### src/dcache_pkg.sv
package dcache_pkg;

    localparam int WAYS           = 4;
    localparam int SETS           = 16;
    localparam int LINE_BITS      = 512;
    localparam int WORDS_PER_LINE = 16;
    localparam int TAG_BITS       = 22;

    // Access size codes, one bit per byte lane.
    localparam logic [3:0] SIZE_BYTE = 4'b0001;
    localparam logic [3:0] SIZE_HALF = 4'b0011;
    localparam logic [3:0] SIZE_WORD = 4'b1111;

    // Controller state codes.
    localparam logic [2:0] ST_IDLE      = 3'd0;
    localparam logic [2:0] ST_LOOKUP    = 3'd1;
    localparam logic [2:0] ST_WRITEBACK = 3'd2;
    localparam logic [2:0] ST_REFILL    = 3'd3;
    localparam logic [2:0] ST_INSTALL   = 3'd4;
    localparam logic [2:0] ST_RELOOK    = 3'd5;
    localparam logic [2:0] ST_UNCACHED  = 3'd6;

    typedef union packed {
        logic [31:0] raw;
        struct packed {
            logic [TAG_BITS-1:0] tag;
            logic [3:0]          index;
            logic [3:0]          word;
            logic [1:0]          byte_off;
        } fields;
    } dcache_addr_u;

endpackage

### src/dcache_tag_array.sv
`timescale 1ns/1ps

module dcache_tag_array import dcache_pkg::*; (
    input  logic                clk,
    input  logic                rst_n,
    input  logic                rd_en,
    input  dcache_addr_u        addr,
    input  logic                fill_en,
    input  logic [3:0]          fill_way,
    input  logic                set_dirty,
    input  logic [3:0]          dirty_way,
    output logic [3:0]          hit_way,
    output logic                hit,
    output logic [3:0]          victim_way,
    output logic                victim_dirty,
    output logic [TAG_BITS-1:0] victim_tag
);

    logic [TAG_BITS-1:0]       tag_mem [WAYS][SETS];
    logic [SETS-1:0][WAYS-1:0] valid_bits;
    logic [SETS-1:0][WAYS-1:0] dirty_bits;
    logic [SETS-1:0][1:0]      rr_ptr;

    logic [TAG_BITS-1:0] tag_q [WAYS];
    logic [TAG_BITS-1:0] ctag_q;                // Tag of the access.
    logic [WAYS-1:0]     valid_q;
    logic [WAYS-1:0]     dirty_q;
    logic [3:0]          set_q;
    logic [1:0]          victim_idx;

    always_ff @(posedge clk) begin
        if (rd_en) begin
            ctag_q <= addr.fields.tag;
            for (int w = 0; w < WAYS; w++) begin
                tag_q[w] <= tag_mem[w][addr.fields.index];
            end
        end
        for (int w = 0; w < WAYS; w++) begin
            if (fill_en && fill_way[w]) begin
                tag_mem[w][set_q] <= ctag_q;
            end
        end
    end

    always_ff @(posedge clk or negedge rst_n) begin
        if (!rst_n) begin
            valid_bits <= '0;
            dirty_bits <= '0;
            rr_ptr     <= '0;
            valid_q    <= '0;
            dirty_q    <= '0;
            set_q      <= '0;
        end else begin
            if (rd_en) begin
                set_q   <= addr.fields.index;
                valid_q <= valid_bits[addr.fields.index];
                dirty_q <= dirty_bits[addr.fields.index];
            end
            if (fill_en) begin
                valid_bits[set_q] <= valid_bits[set_q] | fill_way;
                dirty_bits[set_q] <= dirty_bits[set_q] & ~fill_way;
                rr_ptr[set_q]     <= rr_ptr[set_q] + 2'd1;
            end else if (set_dirty) begin
                dirty_bits[set_q] <= dirty_bits[set_q] | dirty_way;
            end
        end
    end

    always_comb begin
        for (int w = 0; w < WAYS; w++) begin
            hit_way[w] = valid_q[w] && (tag_q[w] == ctag_q);
        end
    end

    assign hit = |hit_way;

    // Lowest invalid way wins over the round-robin pointer.
    always_comb begin
        victim_idx = rr_ptr[set_q];
        for (int w = WAYS - 1; w >= 0; w--) begin
            if (!valid_q[w]) victim_idx = 2'(w);
        end
    end

    assign victim_way   = 4'b0001 << victim_idx;
    assign victim_dirty = valid_q[victim_idx] && dirty_q[victim_idx];
    assign victim_tag   = tag_q[victim_idx];

    a_hit_onehot: assert property (@(posedge clk) disable iff (!rst_n) $onehot0(hit_way));

endmodule

### config.mk
export PLATFORM = sky130hd
export DESIGN_NAME = dcache_tag_array
export DESIGN_NICKNAME = d
export VERILOG_FILES = /design/src/dcache_pkg.sv /design/src/dcache_tag_array.sv
export SDC_FILE = /design/constraint.sdc
export NUM_CORES = 2
export LEC_CHECK = 0
export ABC_AREA = 0
export BUFFER_PORTS_ARGS = -buffer_cell sky130_fd_sc_hd__buf_4
export CAP_MARGIN = 30
export CORE_ASPECT_RATIO = 1.5
export CORE_MARGIN = 10
export CORE_UTILIZATION = 30
export DETAILED_ROUTE_END_ITERATION = 7
export HOLD_SLACK_MARGIN = 0.05
export SLEW_MARGIN = 5
export SYNTH_ARGS = -nofsm -noshare
export SYNTH_HDL_FRONTEND = slang
export SYNTH_SLANG_ARGS = --single-unit
export TNS_END_PERCENT = 5
### constraint.sdc
create_clock -name clk -period 4.8 [get_ports clk]
set_clock_uncertainty 0.15 [all_clocks]
set_input_delay 0.24 -clock clk [delete_from_list [all_inputs] [get_ports clk]]
set_output_delay 0.24 -clock clk [all_outputs]
set_load 0.05 [all_outputs]
==> results.md <==
- Num ports: 77
- Drt drc: 0
- Cell variety after synth: 54
- Fraction of layout cells with a size suffix above 1: 30.3%
- # port buffers: 70
- Core area: 0.222 mm²
- Hold Crit Class: in2reg
- Antenna violations before repair: 22
- Max Freq: 228 MHz
- P per Cell Area: 454 mW/mm²
- Kind of critical path: reg2out
- Area delta synth->final: 16.4%
- Rows: 212
- RSZ-0062 raised after global routing: no
- Crit path max fanout: 17
- Fin crit share: 91.5%
- Worst slew pin tran: 1.03 ns
- Maxcap violations: 0
- Starting DRT DRC Count: 3379
- FFs w/ async S/R, synth: 10.2%
- Reg clk slew, reported paths: 0.07 ns
- Initial Util: 30.1%
- Final WL: 181000 µm
- Total GRT Usage: 14.6%
- Post-DP HPWL: 109000 µm
- Total CTS buffers: 157
- Slew Viols, Final: 0
- Worst VDD drop: 0.291 mV
- Max incr delay on CP: 0.61 ns
- Crit path launch type: flip-flop
- Critical Path RT: 4.41 ns
- CP Cell Sequence: buf_16, mux2i_1, mux4_2, a221oi_4, buf_4, buf_4, mux2i_1, nand2_1, o221a_1, buf_4
- Outcome: completed
- Hold Buf Count CTS: 52
- Root Buffer: clkbuf_16
- Relative slew slack: 31.4%
- Vias per cell: 5.15
- Post-CTS setup buffers: 0
- CTS max path bufs: 4
- Antenna viol nets, final: 0
- Mean Syn Cell Area: 21.6 µm²
- Clock latency on the worst-skew pair: 0.80 ns
- Main area contributors after synthesis: edfxtp_1 (68%), mux4_2 (18%), dfrtp_1 (6.4%)
- Post-CTS resize count: 0
- Flip-flop and latch count after synthesis: 1690
- Die Y-Extent: 598 µm
- Number of synthesized flops with an enable pin: 1518
- Die ar.: 0.243 mm²
- Post-Syn Nets: 3143
- Most common cell on crit path: buf_4
- Largest area contributor in the netlist: edfxtp_1
- Number of setup violations in the final report: 0
- CP max stage cell: dfrtp_1
- Grt total ovfl: 0
- Setup_tns: 0 ns
- Final hold vios: 0
- Syn. warnings: 0
- RD Place Congestion: 0.853
- Crit. End Element: output pin
- Final #Nets: 3436
- Sequential area share after synthesis: 74.6%
- Cells after Synth: 3098
- Vias in the first global route: 34200
- Count leader, synth: edfxtp_1
- Post-route minimum period: 4.39 ns
- Worst hold slack: 0.0766 ns
- Arr. time, crit path: 4.00 ns
- Area share of the largest cell type after synthesis: 68.1%
- Post-synthesis cell area: 0.0669 mm²
- Pin count of the biggest net entering global routing: 100
- WL/cell: 28.3 µm
- Sink Count: 1690
- Setup WS post-layout: 0.410 ns
- Commonest cells in the netlist: edfxtp_1 (1518), mux4_2 (524), dfrtp_1 (172), nor2_1 (117), clkbuf_1 (99)
- Die Span X: 406 µm
- DR vias: 33000
- Worst slack, placed: 0.936 ns
- TritonCTS clock tree: yes
- H-Tree Depth: 4
- Pleak: 24.9 nW
- First-pass GRT wire length: 258000 µm
- First-pass iteration count of the detailed router: 5
- Prevailing post-synth register cell: edfxtp_1
[report_power, final]
part,leakage [nW],switching [mW],total [mW],internal (mW)
clock,2.47,5.37,12.5,7.16
sequential,15.8,0.696,17.8,17.1
combinational,6.66,2.96,5.07,2.11
[state kept, by name (all words and copies together), names as in the netlist]
register / count
dirty_bits: 64
valid_bits: 64
set_q: 4
valid_q: 4
rr_ptr: 32
ctag_q: 22
dirty_q: 4
tag_mem: 1408
tag_q: 88
[worst paths after layout]
path	startpoint	end	slack, ns	cells past startpoint
worst max-delay path	set_q[3]	victim_tag[16]	0.41	10
worst min register to register	rr_ptr[2]	rr_ptr[2]	0.35	2
max in group asynchronous	rst_n	set_q[0]	3.50	4
worst max register to register	set_q[0]	dirty_bits[17]	0.43	7
min in group asynchronous	rst_n	valid_bits[41]	0.50	4
worst min-delay path	addr[29]	ctag_q[19]	0.08	2
[critical path: cells and delay by family, from the launching register on]
family          cells  cell delay, ns
simple gates        1            0.10
mux                 3            0.98
flops               1            0.61
buf+inv             4            1.03
compound gates      2            0.46
[per-stage QoR]
stage	util, %	power [mW]	cell area, µm²	std cells
floorplan	-	21.2	66900	3098
global placement	32.4	22.9	72100	6061
detailed placement	32.5	23.1	72200	6065
CTS	35.0	35.6	77800	6385
global route	35.0	36.5	77900	6391
finish	35.0	35.4	77900	6404
[metal layers]
metal | share of wire, % | GRT usage [%] | vias up
met5 | 0.040 | 0 | -
met4 | 3.6 | 5.15 | 12
met3 | 6.3 | 2.32 | 353
met2 | 53 | 26.3 | 1251
met1 | 37 | 17.6 | 17900
li1 | - | - | 13500
[kinds of logic after synthesis]
kind of cell           Yosys count  synth area share [%]
XOR/XNOR                        89                  1.18
AND/OR/NAND/NOR                326                  2.30
flip-flops                    1690                  74.6
buffers and inverters          183                  1.18
AO/OA/AOI/OAI                  226                  2.21
multiplexers                   584                  18.6
[layout make-up]
cell class | instances | area (µm²)
flip-flops and latches | 1690 | 49900
clock buffers | 197 | 4180
fillers | 20400 | 144000
inverters | 6 | 22.5
well taps | 2889 | 3610
multi-input cells | 1225 | 16300
diodes | 15 | 37.5
clock inverters | 71 | 855
repair buffers | 311 | 2990
[placed cells by master (no fill, tap or decap), types with 4 or more instances in the layout]
master	n
and2_1	55
mux2i_1	34
nor3_1	10
dfrtp_1	170
o221a_1	19
clkbuf_16	160
a31oi_1	21
mux2_2	26
bufinv_16	18
clkinv_2	23
nand3_1	4
mux4_2	524
buf_12	28
and3_1	13
clkbuf_8	5
nor2b_1	6
clkinv_4	4
inv_6	6
edfxtp_1	1518
nand4_1	12
nor2_2	15
buf_4	217
a22oi_1	40
inv_1	5
nor2_1	104
o21ai_0	54
dlygate4sd3_1	51
buf_16	7
nor4_1	14
nand2_1	79
a21oi_1	66
o21ai_1	5
clkbuf_1	33
clkinv_1	16
xnor2_1	28
diode_2	15
xor2_1	60
No activity file was read; power rests on OpenSTA's default activity.
