<file path="src/dcache_pkg.sv">
package dcache_pkg;

    localparam int WAYS           = 4;
    localparam int SETS           = 16;
    localparam int LINE_BITS      = 512;
    localparam int WORDS_PER_LINE = 16;
    localparam int TAG_BITS       = 22;

    // Access size codes, one bit per byte lane.
    localparam logic [3:0] SIZE_BYTE = 4'b0001;
    localparam logic [3:0] SIZE_HALF = 4'b0011;
    localparam logic [3:0] SIZE_WORD = 4'b1111;

    // Controller state codes.
    localparam logic [2:0] ST_IDLE      = 3'd0;
    localparam logic [2:0] ST_LOOKUP    = 3'd1;
    localparam logic [2:0] ST_WRITEBACK = 3'd2;
    localparam logic [2:0] ST_REFILL    = 3'd3;
    localparam logic [2:0] ST_INSTALL   = 3'd4;
    localparam logic [2:0] ST_RELOOK    = 3'd5;
    localparam logic [2:0] ST_UNCACHED  = 3'd6;

    typedef union packed {
        logic [31:0] raw;
        struct packed {
            logic [TAG_BITS-1:0] tag;
            logic [3:0]          index;
            logic [3:0]          word;
            logic [1:0]          byte_off;
        } fields;
    } dcache_addr_u;

endpackage

</file>
<file path="src/dcache_ctrl.sv">
`timescale 1ns/1ps

module dcache_ctrl import dcache_pkg::*; (
    input  logic                clk,
    input  logic                rst_n,
    input  logic                psel,
    input  logic                penable,
    input  logic                pwrite,
    input  logic [31:0]         paddr,
    input  logic [31:0]         pwdata,
    input  logic [3:0]          pstrb,
    input  logic [3:0]          size,
    input  logic                signed_ext,
    input  logic                uncache,
    input  logic                hit,
    input  logic [3:0]          hit_way,
    input  logic [3:0]          victim_way,
    input  logic                victim_dirty,
    input  logic [TAG_BITS-1:0] victim_tag,
    input  logic                mem_ack,
    output logic                pready,
    output logic                pslverr,
    output logic                rd_en,
    output logic                fill_en,
    output logic [3:0]          fill_way,
    output logic                set_dirty,
    output logic                we_word,
    output logic                we_line,
    output logic                r_data_sel,
    output logic [3:0]          miss_way_sel,
    output logic [3:0]          r_way_sel,
    output dcache_addr_u        addr_rbuf,
    output logic [3:0]          read_type_rbuf,
    output logic                uncache_rbuf,
    output logic                signed_rbuf,
    output logic [31:0]         wdata_rbuf,
    output logic [3:0]          wstrb_rbuf,
    output logic                mem_req,
    output logic                mem_we,
    output logic [31:0]         mem_addr
);

    logic [2:0]   state;
    dcache_addr_u req_addr;
    logic         setup;
    logic         misalign;
    logic         err_q;
    logic         write_q;
    logic         lookup_hit;
    logic [31:0]  line_addr;

    assign req_addr.raw = paddr;
    assign setup        = psel && !penable;
    assign line_addr    = {addr_rbuf.fields.tag, addr_rbuf.fields.index, 6'b0};

    always_comb begin
        case (size)
            SIZE_BYTE: misalign = 1'b0;
            SIZE_HALF: misalign = req_addr.fields.byte_off[0];
            SIZE_WORD: misalign = |req_addr.fields.byte_off;
            default:   misalign = 1'b1;              // Illegal size code.
        endcase
    end

    always_ff @(posedge clk) begin
        if (state == ST_IDLE && setup) begin
            addr_rbuf      <= req_addr;
            read_type_rbuf <= size;
            uncache_rbuf   <= uncache;
            signed_rbuf    <= signed_ext;
            wdata_rbuf     <= pwdata;
            wstrb_rbuf     <= pstrb;
            write_q        <= pwrite;
        end
    end

    always_ff @(posedge clk or negedge rst_n) begin
        if (!rst_n) begin
            state        <= ST_IDLE;
            err_q        <= 1'b0;
            miss_way_sel <= '0;
            mem_req      <= 1'b0;
            mem_we       <= 1'b0;
            mem_addr     <= '0;
        end else begin
            case (state)
                ST_IDLE: if (setup) begin
                    err_q <= misalign;
                    if (!misalign && uncache) begin
                        mem_req  <= 1'b1;
                        mem_we   <= pwrite;
                        mem_addr <= {paddr[31:2], 2'b00};
                        state    <= ST_UNCACHED;
                    end else begin
                        state <= ST_LOOKUP;
                    end
                end
                ST_LOOKUP: if (err_q || hit) begin
                    state <= ST_IDLE;
                end else begin
                    miss_way_sel <= victim_way;
                    mem_req      <= 1'b1;
                    if (victim_dirty) begin
                        mem_we   <= 1'b1;
                        mem_addr <= {victim_tag, addr_rbuf.fields.index, 6'b0};
                        state    <= ST_WRITEBACK;
                    end else begin
                        mem_we   <= 1'b0;
                        mem_addr <= line_addr;
                        state    <= ST_REFILL;
                    end
                end
                ST_WRITEBACK: if (mem_ack) begin
                    mem_we   <= 1'b0;                    // Refill follows directly.
                    mem_addr <= line_addr;
                    state    <= ST_REFILL;
                end
                ST_REFILL: if (mem_ack) begin
                    mem_req <= 1'b0;
                    state   <= ST_INSTALL;
                end
                ST_INSTALL: state <= ST_RELOOK;
                ST_RELOOK:  state <= ST_LOOKUP;
                ST_UNCACHED: if (mem_ack) begin
                    mem_req <= 1'b0;
                    mem_we  <= 1'b0;
                    state   <= ST_IDLE;
                end
                default: state <= ST_IDLE;
            endcase
        end
    end

    assign lookup_hit = (state == ST_LOOKUP) && !err_q && hit;

    assign rd_en      = (state == ST_IDLE && setup && !uncache && !misalign) ||
                        (state == ST_RELOOK);
    assign pready     = (state == ST_LOOKUP && (err_q || hit)) ||
                        (state == ST_UNCACHED && mem_ack);
    assign pslverr    = (state == ST_LOOKUP) && err_q;
    assign we_word    = lookup_hit && write_q;
    assign set_dirty  = we_word;
    assign we_line    = (state == ST_REFILL) && mem_ack;  // Line is only valid on ack.
    assign fill_en    = (state == ST_INSTALL);
    assign fill_way   = miss_way_sel;
    assign r_data_sel = lookup_hit;
    assign r_way_sel  = (state == ST_LOOKUP) ? hit_way : miss_way_sel;

    a_mem_hold: assert property (@(posedge clk) disable iff (!rst_n)
        mem_req && !mem_ack |=> mem_req && $stable(mem_addr) && $stable(mem_we));

endmodule

</file>
<file path="config.mk">
export PLATFORM = sky130hd
export DESIGN_NAME = dcache_ctrl
export DESIGN_NICKNAME = d
export VERILOG_FILES = /design/src/dcache_pkg.sv /design/src/dcache_ctrl.sv
export SDC_FILE = /design/constraint.sdc
export NUM_CORES = 1
export LEC_CHECK = 0
export BUFFER_PORTS_ARGS = -buffer_cell sky130_fd_sc_hd__buf_2
export CAP_MARGIN = 20
export CORE_MARGIN = 2
export CORE_UTILIZATION = 42
export DETAILED_ROUTE_END_ITERATION = 8
export GPL_TIMING_DRIVEN = 1
export PLACE_DENSITY = 0.76
export RECOVER_POWER = 50
export SYNTH_ARGS = -nofsm -noshare
export SYNTH_HDL_FRONTEND = slang
export SYNTH_SLANG_ARGS = --single-unit
</file>
<file path="constraint.sdc">
create_clock -name clk -period 5 [get_ports clk]
set_input_delay 1 -clock clk [delete_from_list [all_inputs] [get_ports clk]]
set_output_delay 1 -clock clk [all_outputs]
set_load 0.005 [all_outputs]
</file>
==> results of run 1 <==
==> final timing paths <==
kind / endpoint / start / slack (ps) / cells after the start
worst max-delay path: we_word / state[0] / 1350 / 4
worst min-delay path: mem_addr[10] / mem_addr[10] / 510 / 1
worst max register to register: mem_addr[8] / state[0] / 2030 / 5
worst min register to register: mem_addr[10] / mem_addr[10] / 510 / 1
max in group asynchronous: state[0] / rst_n / 2380 / 2
min in group asynchronous: mem_addr[6] / rst_n / 730 / 1
==> cell families after synthesis <==
family,synth area share (%)
xor gates and xnor gates,0.169
AOI/OAI and AO/OA,10.9
and+or+nand+nor,11.1
muxes,10.9
other,0.0722
DFF,62.6
buffers and inverters,4.24
==> sequential cells by signal, indices dropped and copies added, names as in the netlist <==
signal / flops
fill_way: 4
wstrb_rbuf: 4
mem_we: 1
mem_req: 1
signed_rbuf: 1
write_q: 1
mem_addr: 30
err_q: 1
read_type_rbuf: 4
wdata_rbuf: 32
uncache_rbuf: 1
addr_rbuf: 32
state: 3
==> metal layers <==
metal	vias to the layer above	global-route usage [%]	wire length (um)
met4	0	8.76	252
met2	209	34.3	7060
met1	2004	24.7	5490
met5	-	0	0
li1	1840	-	-
met3	19	7.12	1230
==> layout make-up <==
cell class                      count  area [sq um]  area share [%]
Multi-Input combinational cell    207          1740            24.9
Clock buffer                       18           439            6.28
Inverter                            7          26.3           0.376
Clock inverter                     14           154            2.20
Sequential cell                   115          3250            46.6
Timing Repair Buffer              242          1160            16.7
Tap cell                          168           210            3.01
==> cells in the final DEF, fill, tap and decap left out, drive strengths merged, types with 11 or more instances in the layout <==
| cell type | Yosys | routed |
|---|---|---|
| clkbuf | 11 | 89 |
| inv | 7 | 11 |
| nand2 | 16 | 16 |
| nand4b | 22 | 22 |
| a221o | 22 | 22 |
| dfrtp | 40 | 40 |
| edfxtp | 75 | 75 |
| nand2b | 26 | 26 |
| buf | 22 | 171 |
| mux2 | 37 | 37 |
| a21oi | 26 | 26 |
==> metrics by stage <==
step / hold slack, ps / cells / worst slack (ps) / instance area [sq um] / utilization, %
after floorplan: 504 / 362 / 35.1 / 5200 / -
after global placement: 491 / 737 / 1870 / 6450 / 53.5
after detailed placement: 489 / 738 / 1760 / 6480 / 53.7
after CTS: 510 / 770 / 1320 / 7070 / 58.6
after global routing: 532 / 771 / 1140 / 6990 / 57.9
final: 508 / 771 / 1350 / 6990 / 57.9
==> power groups by stage <==
stage	Combinational, mW	Clock (mW)	Sequential [mW]
2_1_floorplan	1.01	0	1.46
3_3_place_gp	1.38	0	1.53
3_5_place_dp	1.45	0	1.53
4_1_cts	1.45	1.22	1.52
5_1_grt	1.54	1.26	1.56
6_report	1.41	1.20	1.52
==> flow_summary.toml, run 1 <==
[sta]
finalCritPeriodShare_pct = 73.0
worst_clock_skew_ps = 7.84
finalSetupViolCount = 0
timing.final.crit_period_ps = 3650
grt_setup_unrepaired = "no"
clock.fmax_ghz = 0.274
timing.max_slew.rel_slack_pct = 6.62
maxSlewViolCount = 0
final_hold_viol_count = 0
worstMarginPinSlew_ps = 1400
fin_setup_tns_ps = 0

[floorplanning]
dieArea_sq_um = 13300
start_util_pct = 43.1
die_h_um = 115
rows = 40
top_level_ports = 240
die-width_um = 115
core_box_area_sq_um = 12100

[cells_and_area]
final_net_count = 702
count_of_antenna_diodes_in_the_layout = 0
n_fill_cell = 995
final_layout_size_suffix_gt1_share_pct = 42.0
areaGrowthSynthToFinish_pct = 34.5

[pwr]
combinationalPowerShare_pct = 34.2
internal_power_contribution_mw = 2.80
vdd_ir_drop_max_v = 0.000322
total_design_power_mw = 4.13
clkPwrFrac_pct = 29.0
power-per-cell-area_nw_per_um2 = 591
netSwitchingFraction_pct = 32.2
share_seq_of_total_power_pct = 36.8
cellLeakagePower_nw = 3.02
switchingPower_mw = 1.33

[synthesis]
mappedNetlistArea_sq_um = 5190
postSynth.asyncResetShare_pct = 34.8
postSynthCellCount = 361
synth.yosys.seq_area_share_pct = 62.6
post_synth_main_area_contributors = "sky130_fd_sc_hd__edfxtp_1, sky130_fd_sc_hd__dfrtp_1, sky130_fd_sc_hd__mux2_4"
synthesis.yosys.warnings = 0
yosys_register_bits = 115
syn_area_per_cell_sq_um = 14.4
synth_most_common_cell = "sky130_fd_sc_hd__edfxtp_1"
synth_common_cells = "sky130_fd_sc_hd__edfxtp_1, sky130_fd_sc_hd__dfrtp_1, sky130_fd_sc_hd__a21oi_1"
synth.largest_area_cell = "sky130_fd_sc_hd__edfxtp_1"
ys.flop_type = "sky130_fd_sc_hd__edfxtp_1"
synth.top_cell.area_share_pct = 43.4
yosys.cell_types.count = 49
synth-edff-count = 75

[critical_path]
timing.critical_path.slowest_stage_cell = "sky130_fd_sc_hd__dfrtp_2"
cp_cell_sequence = "nor3b_2, and3b_1, and2_1, buf_2"
critPathTopFamily = "simple AND/OR/NAND/NOR gates"
crit_fanout = 64
crit_path_end_kind = "output port"
timing.critical_path.buf_inv = 1
crit_type = "flip-flop to output port"
worstSetupStartpointType = "flip-flop"
max_stage_delay_ps = 990
critPathRequiredTime_ps = 4000
cp.arrival_ps = 2650

[drt]
detailedRoute.firstPassIterationCount = 6
drc = 0
wl_per_cell_um = 18.2
antenna_viol_nets_final = 0
route.detailed.vias_per_inst = 5.28
wl_mm = 14.0
drt_iter0_drc = 346
number_of_vias_after_detailed_routing = 4072

[clock_tree]
clock_tree.htree_level_count = 4
cts.path.max_buffers = 2
post_cts.repair.setup_buffers = 0
clock_sinks = 115
insertion_delay_ps = 410
clock_pin_slew_of_the_registers_on_the_worst_case_setup_and_hold_paths_ps = 60
root_buffer = "sky130_fd_sc_hd__clkbuf_16"
number_of_buffers_created_by_cts = 17
number_of_buffers_inserted_by_hold_repair_at_cts = 0
cts_resized = 0
tritoncts = "done"

[grt]
grt_antenna_before_repair = 0
grt_start_max_net_pins = 65
first_global_vias = 3874
overflow = 0
wire_length_of_the_first_global_routing_pass_mm = 20.6
groute.usage.overall_pct = 20.7

[run]
max-cap-violations = 0

[place]
finalWeightedCongestion = 0.770
post_detailed_placement_half_perimeter_wirelength_mm = 9.94
port_buffer_count = 237

[hold_path]
worst_hold_path_type = "flip-flop to flip-flop"

[status]
status = "complete, no violations"
No activity file was read; power rests on OpenSTA's default activity.
==> inputs of run 2 (changes only) <==
--- a/config.mk
+++ b/config.mk
@@ -5,13 +5,14 @@
 export SDC_FILE = /design/constraint.sdc
 export NUM_CORES = 1
 export LEC_CHECK = 0
+export ABC_AREA = 1
 export BUFFER_PORTS_ARGS = -buffer_cell sky130_fd_sc_hd__buf_2
 export CAP_MARGIN = 20
 export CORE_MARGIN = 2
 export CORE_UTILIZATION = 42
 export DETAILED_ROUTE_END_ITERATION = 8
 export GPL_TIMING_DRIVEN = 1
-export PLACE_DENSITY = 0.76
+export PLACE_DENSITY = 0.77
 export RECOVER_POWER = 50
 export SYNTH_ARGS = -nofsm -noshare
 export SYNTH_HDL_FRONTEND = slang
==> constraint.sdc (replaced) <==
create_clock -name clk -period 3.2 [get_ports clk]
set_input_delay 0.64 -clock clk [delete_from_list [all_inputs] [get_ports clk]]
set_output_delay 0.64 -clock clk [all_outputs]
set_load 0.005 [all_outputs]
==> run 2 against run 1 <==
Against the previous run:
- the flow now finishes with violations (capacitance limit, slew limit)
- cell count is 18% higher
- sequential share of layout area rose by 1.4 points
- worst hold slack got worse by 110 ps
- synthesized cell count up 44%
- largest power group unchanged
==> flow_summary.toml, run 2 <==
[clock_tree]
tritoncts = "done"
number_of_buffers_inserted_by_hold_repair_at_cts = 0
clock_tree.htree_level_count = 4
root_buffer = "sky130_fd_sc_hd__clkbuf_16"
cts_resized = 0
post_cts.repair.setup_buffers = 0
clock_pin_slew_of_the_registers_on_the_worst_case_setup_and_hold_paths_ps = 50
insertion_delay_ps = 410
number_of_buffers_created_by_cts = 17
clock_sinks = 115
cts.path.max_buffers = 2

[pwr]
switchingPower_mw = 2.17
vdd_ir_drop_max_v = 0.000497
netSwitchingFraction_pct = 35.9
clkPwrFrac_pct = 30.8
internal_power_contribution_mw = 3.87
cellLeakagePower_nw = 3.29
power-per-cell-area_nw_per_um2 = 892
share_seq_of_total_power_pct = 36.3
combinationalPowerShare_pct = 32.8
total_design_power_mw = 6.04

[critical_path]
worstSetupStartpointType = "flip-flop"
max_stage_delay_ps = 520
crit_path_end_kind = "output port"
crit_type = "flip-flop to output port"
crit_fanout = 27
timing.critical_path.buf_inv = 3
timing.critical_path.slowest_stage_cell = "sky130_fd_sc_hd__inv_2"
cp.arrival_ps = 2270
cp_cell_sequence = "inv_2, nand3_4, inv_2, nand2_1, nand2_1, buf_2"
critPathTopFamily = "buffers and inverters"
critPathRequiredTime_ps = 2560

[synthesis]
syn_area_per_cell_sq_um = 9.65
postSynthCellCount = 520
synth.largest_area_cell = "sky130_fd_sc_hd__edfxtp_1"
synth_most_common_cell = "sky130_fd_sc_hd__nand2_1"
synth.yosys.seq_area_share_pct = 64.9
synth-edff-count = 75
synth.top_cell.area_share_pct = 44.9
synth_common_cells = "sky130_fd_sc_hd__nand2_1, sky130_fd_sc_hd__nand3_1, sky130_fd_sc_hd__edfxtp_1"
synthesis.yosys.warnings = 0
postSynth.asyncResetShare_pct = 34.8
yosys_register_bits = 115
mappedNetlistArea_sq_um = 5020
yosys.cell_types.count = 23
ys.flop_type = "sky130_fd_sc_hd__edfxtp_1"
post_synth_main_area_contributors = "sky130_fd_sc_hd__edfxtp_1, sky130_fd_sc_hd__dfrtp_1, sky130_fd_sc_hd__nand2_1"

[drt]
drc = 0
drt_iter0_drc = 368
number_of_vias_after_detailed_routing = 4635
detailedRoute.firstPassIterationCount = 7
wl_mm = 14.9
antenna_viol_nets_final = 0
route.detailed.vias_per_inst = 5.09
wl_per_cell_um = 16.4

[hold_path]
worst_hold_path_type = "primary input to flip-flop"

[grt]
first_global_vias = 4504
wire_length_of_the_first_global_routing_pass_mm = 23.1
groute.usage.overall_pct = 23.4
overflow = 0
grt_antenna_before_repair = 1
grt_start_max_net_pins = 43

[sta]
fin_setup_tns_ps = 0
worst_clock_skew_ps = 4.53
clock.fmax_ghz = 0.344
timing.final.crit_period_ps = 2910
grt_setup_unrepaired = "no"
finalSetupViolCount = 0
maxSlewViolCount = 41
finalCritPeriodShare_pct = 90.9
final_critical_path_setup_slack_ps = 290
timing.max_slew.rel_slack_pct = -51.6
worstMarginPinSlew_ps = 2270
final_hold_viol_count = 0

[place]
pre_cts_ws_ps = 629
post_detailed_placement_half_perimeter_wirelength_mm = 10.6
placed_cells = 877
finalWeightedCongestion = 0.904
port_buffer_count = 237

[floorplanning]
rows = 39
start_util_pct = 43.6
dieArea_sq_um = 12800
die_h_um = 113
core_box_area_sq_um = 11500
die-width_um = 113
top_level_ports = 240

[status]
failed_checks = "capacitance limit, slew limit"
status = "finished with violations"

[cells_and_area]
areaGrowthSynthToFinish_pct = 35.1
fin_cells = 910
final_net_count = 865
final_layout_size_suffix_gt1_share_pct = 28.3
layout.core_utilization_pct = 58.8
layout.cells.most_common = "sky130_fd_sc_hd__nand2_1"
mostFrequentLayoutCells = "sky130_fd_sc_hd__nand2_1, sky130_fd_sc_hd__buf_2, sky130_fd_sc_hd__nand3_1, sky130_fd_sc_hd__edfxtp_1, sky130_fd_sc_hd__clkbuf_1"
biggestRegsByFlops = "addr_rbuf (32), wdata_rbuf (32), mem_addr (30)"

[run]
max-cap-violations = 1
## run 2: changes by cell type after synthesis, sizes merged, moves of 7 or more
cell | previous run | this run
nand3 | 1 | 86
a21oi | 26 | 1
nor2 | 8 | 16
nand4b | 22 | 0
mux2 | 37 | 0
clkbuf | 11 | 4
a221o | 22 | 0
inv | 7 | 19
nand2 | 16 | 237
nand2b | 26 | 0
## run 2: power groups by stage
stage | sequential, mW | clock (mW) | combinational [mW]
floorplan | 2.21 | 0 | 1.21
global route | 2.23 | 1.94 | 2.21
global placement | 2.20 | 0 | 1.92
detailed placement | 2.21 | 0 | 2.01
finish | 2.20 | 1.86 | 1.98
CTS | 2.19 | 1.89 | 2.02
## run 2: path summary, 6_finish.rpt
kind / startpoint / endpoint / slack [ps] / depth (start not counted)
hold / removal: pwdata[17] / wdata_rbuf[17] / 400 / 1
max in group asynchronous: rst_n / mem_addr[29] / 990 / 1
setup reg to reg: state[2] / mem_addr[9] / 660 / 8
setup / recovery: state[2] / pready / 290 / 6
hold reg to reg: mem_addr[5] / mem_addr[5] / 470 / 2
min in group asynchronous: rst_n / mem_addr[7] / 900 / 1
## run 2: cells by family (layout without fill, tap and decap cells)
family,after synthesis,after routing,share of synthesized area [%]
AO/OA/AOI/OAI,7,7,0.973
buffers and inverters,49,294,4.71
AND/OR/NAND/NOR,348,348,29.4
flip-flops,115,115,64.9
other,1,3,0.0748
## run 2: cell type report
cell class	count	area, sq um
multi-input combinational	357	1530
sequential	115	3250
clock inverter	10	134
inverter	19	71.3
timing repair buffer	243	1160
antenna	1	2.50
tap	143	179
fill	1014	4740
clock buffer	22	444
## run 2: layer usage
layer  up-vias  share of wire, %  routed length, um  GRT usage, %
met5         -                 0                  0             0
met4         0               2.7                401          12.3
met3        31               7.1               1050          5.62
met2       236                49               7350          37.3
met1      2189                41               6110          29.7
li1       2179                 -                  -             -
## run 2: per-stage QoR
step	instance area, sq um	hold slack, ps
after floorplan	5020	344
after global placement	6280	453
after detailed placement	6280	457
after CTS	6860	382
after global routing	6780	387
final	6780	398
==> inputs of run 3 (changes only) <==
--- a/config.mk
+++ b/config.mk
@@ -8,11 +8,10 @@
 export ABC_AREA = 1
 export BUFFER_PORTS_ARGS = -buffer_cell sky130_fd_sc_hd__buf_2
 export CAP_MARGIN = 20
-export CORE_MARGIN = 2
 export CORE_UTILIZATION = 42
 export DETAILED_ROUTE_END_ITERATION = 8
 export GPL_TIMING_DRIVEN = 1
-export PLACE_DENSITY = 0.77
+export PLACE_DENSITY = 0.75
 export RECOVER_POWER = 50
 export SYNTH_ARGS = -nofsm -noshare
 export SYNTH_HDL_FRONTEND = slang
==> run 3 against run 2 <==
Against the previous run:
- non-clock buffer count is 1 higher
- the flow finishes with violations (DRC, capacitance limit, slew limit)
- clock skew up 1.1 ps
- cell count unchanged
- critical endpoint unchanged
==> flow_summary.toml, run 3 (same netlist as run 2, synthesis figures left out) <==
[critical_path]
crit_type = "flip-flop to output port"
worstSetupStartpointType = "flip-flop"
crit_fanout = 27
cp.arrival_ps = 2310
crit_path_end_kind = "output port"
critPathRequiredTime_ps = 2560

[grt]
grt_antenna_before_repair = 0
groute.usage.overall_pct = 24.0
wire_length_of_the_first_global_routing_pass_mm = 22.8
grt_start_max_net_pins = 41
first_global_vias = 4514
overflow = 0

[pwr]
power-per-cell-area_nw_per_um2 = 877
cellLeakagePower_nw = 3.32
vdd_ir_drop_max_v = 0.000442

[clock_tree]
tritoncts = "done"
root_buffer = "sky130_fd_sc_hd__clkbuf_16"
clock_tree.htree_level_count = 4
clock_sinks = 115
post_cts.repair.setup_buffers = 0
clock_pin_slew_of_the_registers_on_the_worst_case_setup_and_hold_paths_ps = 60
number_of_buffers_created_by_cts = 17
cts_resized = 0
cts.path.max_buffers = 2
number_of_buffers_inserted_by_hold_repair_at_cts = 0
insertion_delay_ps = 410

[sta]
clock.fmax_ghz = 0.338
fin_setup_tns_ps = 0
grt_setup_unrepaired = "no"
final_critical_path_setup_slack_ps = 245
finalCritPeriodShare_pct = 92.3
finalSetupViolCount = 0
timing.max_slew.rel_slack_pct = -51.9
timing.final.crit_period_ps = 2950
worst_clock_skew_ps = 5.68
maxSlewViolCount = 41
worstMarginPinSlew_ps = 2280
final_hold_viol_count = 0

[drt]
drc = 18
route.detailed.vias_per_inst = 5.06
drt_iter0_drc = 322
wl_mm = 14.7
number_of_vias_after_detailed_routing = 4603
detailedRoute.firstPassIterationCount = 7
antenna_viol_nets_final = 0
wl_per_cell_um = 16.1

[floorplanning]
start_util_pct = 43.6
die_h_um = 111
die-width_um = 111
dieArea_sq_um = 12400
core_box_area_sq_um = 11500
rows = 39
top_level_ports = 240

[cells_and_area]
areaGrowthSynthToFinish_pct = 34.7
n_fill_cell = 1018
area_taken_by_multi_input_logic_gates_sq_um = 1520
final_layout_size_suffix_gt1_share_pct = 30.2
seqCellArea_sq_um = 3250
fin_cells = 910
biggestRegsByFlops = "addr_rbuf (32), wdata_rbuf (32), mem_addr (30)"
layout.cells.most_common = "sky130_fd_sc_hd__nand2_1"
count_of_antenna_diodes_in_the_layout = 0
final_net_count = 866
mostFrequentLayoutCells = "sky130_fd_sc_hd__nand2_1, sky130_fd_sc_hd__buf_2, sky130_fd_sc_hd__nand3_1, sky130_fd_sc_hd__edfxtp_1, sky130_fd_sc_hd__clkbuf_1"

[place]
pre_cts_ws_ps = 687
finalWeightedCongestion = 0.882
port_buffer_count = 237
post_detailed_placement_half_perimeter_wirelength_mm = 10.3
placed_cells = 878

[hold_path]
worst_hold_path_type = "primary input to flip-flop"

[run]
max-cap-violations = 1

[status]
failed_checks = "DRC, capacitance limit, slew limit"
status = "finished with violations"
[run 3: area by class of cell]
class / instances / area share, %
clock inverters: 15 / 1.96
inverters: 19 / 1.06
multi-input cells: 357 / 22.5
clock buffers: 17 / 6.30
repair buffers: 244 / 17.4
flip-flops and latches: 115 / 48.1
well taps: 143 / 2.65
[run 3: routing by layer]
metal / track usage, % / part of all wire, %
met2: 39.8 / 51
met4: 11.4 / 1.9
met1: 29.6 / 41
met3: 5.36 / 6.6
met5: 0 / 0
[run 3: critical path, stage by stage, from the launching register on]
cell and delay, ps:
sky130_fd_sc_hd__dfrtp_1 440, sky130_fd_sc_hd__inv_1 210, sky130_fd_sc_hd__nand3_4 240, sky130_fd_sc_hd__inv_2 500, sky130_fd_sc_hd__nand2_1 250, sky130_fd_sc_hd__nand2_1 140, sky130_fd_sc_hd__buf_2 120
[run 3: worst paths after layout]
path | startpoint | end | slack, ps | cells past startpoint
max in group asynchronous | rst_n | mem_addr[27] | 980 | 1
hold / removal | pwdata[30] | wdata_rbuf[30] | 410 | 1
min in group asynchronous | rst_n | mem_addr[20] | 900 | 1
setup reg to reg | state[2] | mem_addr[30] | 590 | 9
hold reg to reg | mem_addr[19] | mem_addr[19] | 470 | 2
setup / recovery | state[2] | pready | 250 | 6
[run 3: stage by stage]
| step | cell area [sq um] | utilization (%) | hold WS [ps] | power (mW) |
|---|---|---|---|---|
| after global placement | 6270 | 54.5 | 454 | 4.14 |
| after global routing | 6760 | 58.7 | 386 | 6.28 |
| final | 6760 | 58.7 | 405 | 5.92 |
| after floorplan | 5020 | - | 344 | 3.43 |
| after detailed placement | 6270 | 54.5 | 457 | 4.20 |
| after CTS | 6830 | 59.3 | 386 | 5.98 |
[run 3: power by group]
| part | leakage (nW) | switching (mW) | internal, mW | total, mW |
|---|---|---|---|---|
| Combinational | 1.86 | 1.27 | 0.689 | 1.96 |
| Sequential | 1.20 | 0.216 | 1.98 | 2.19 |
| Clock | 0.258 | 0.700 | 1.07 | 1.77 |
| Total | 3.32 | 2.18 | 3.74 | 5.92 |
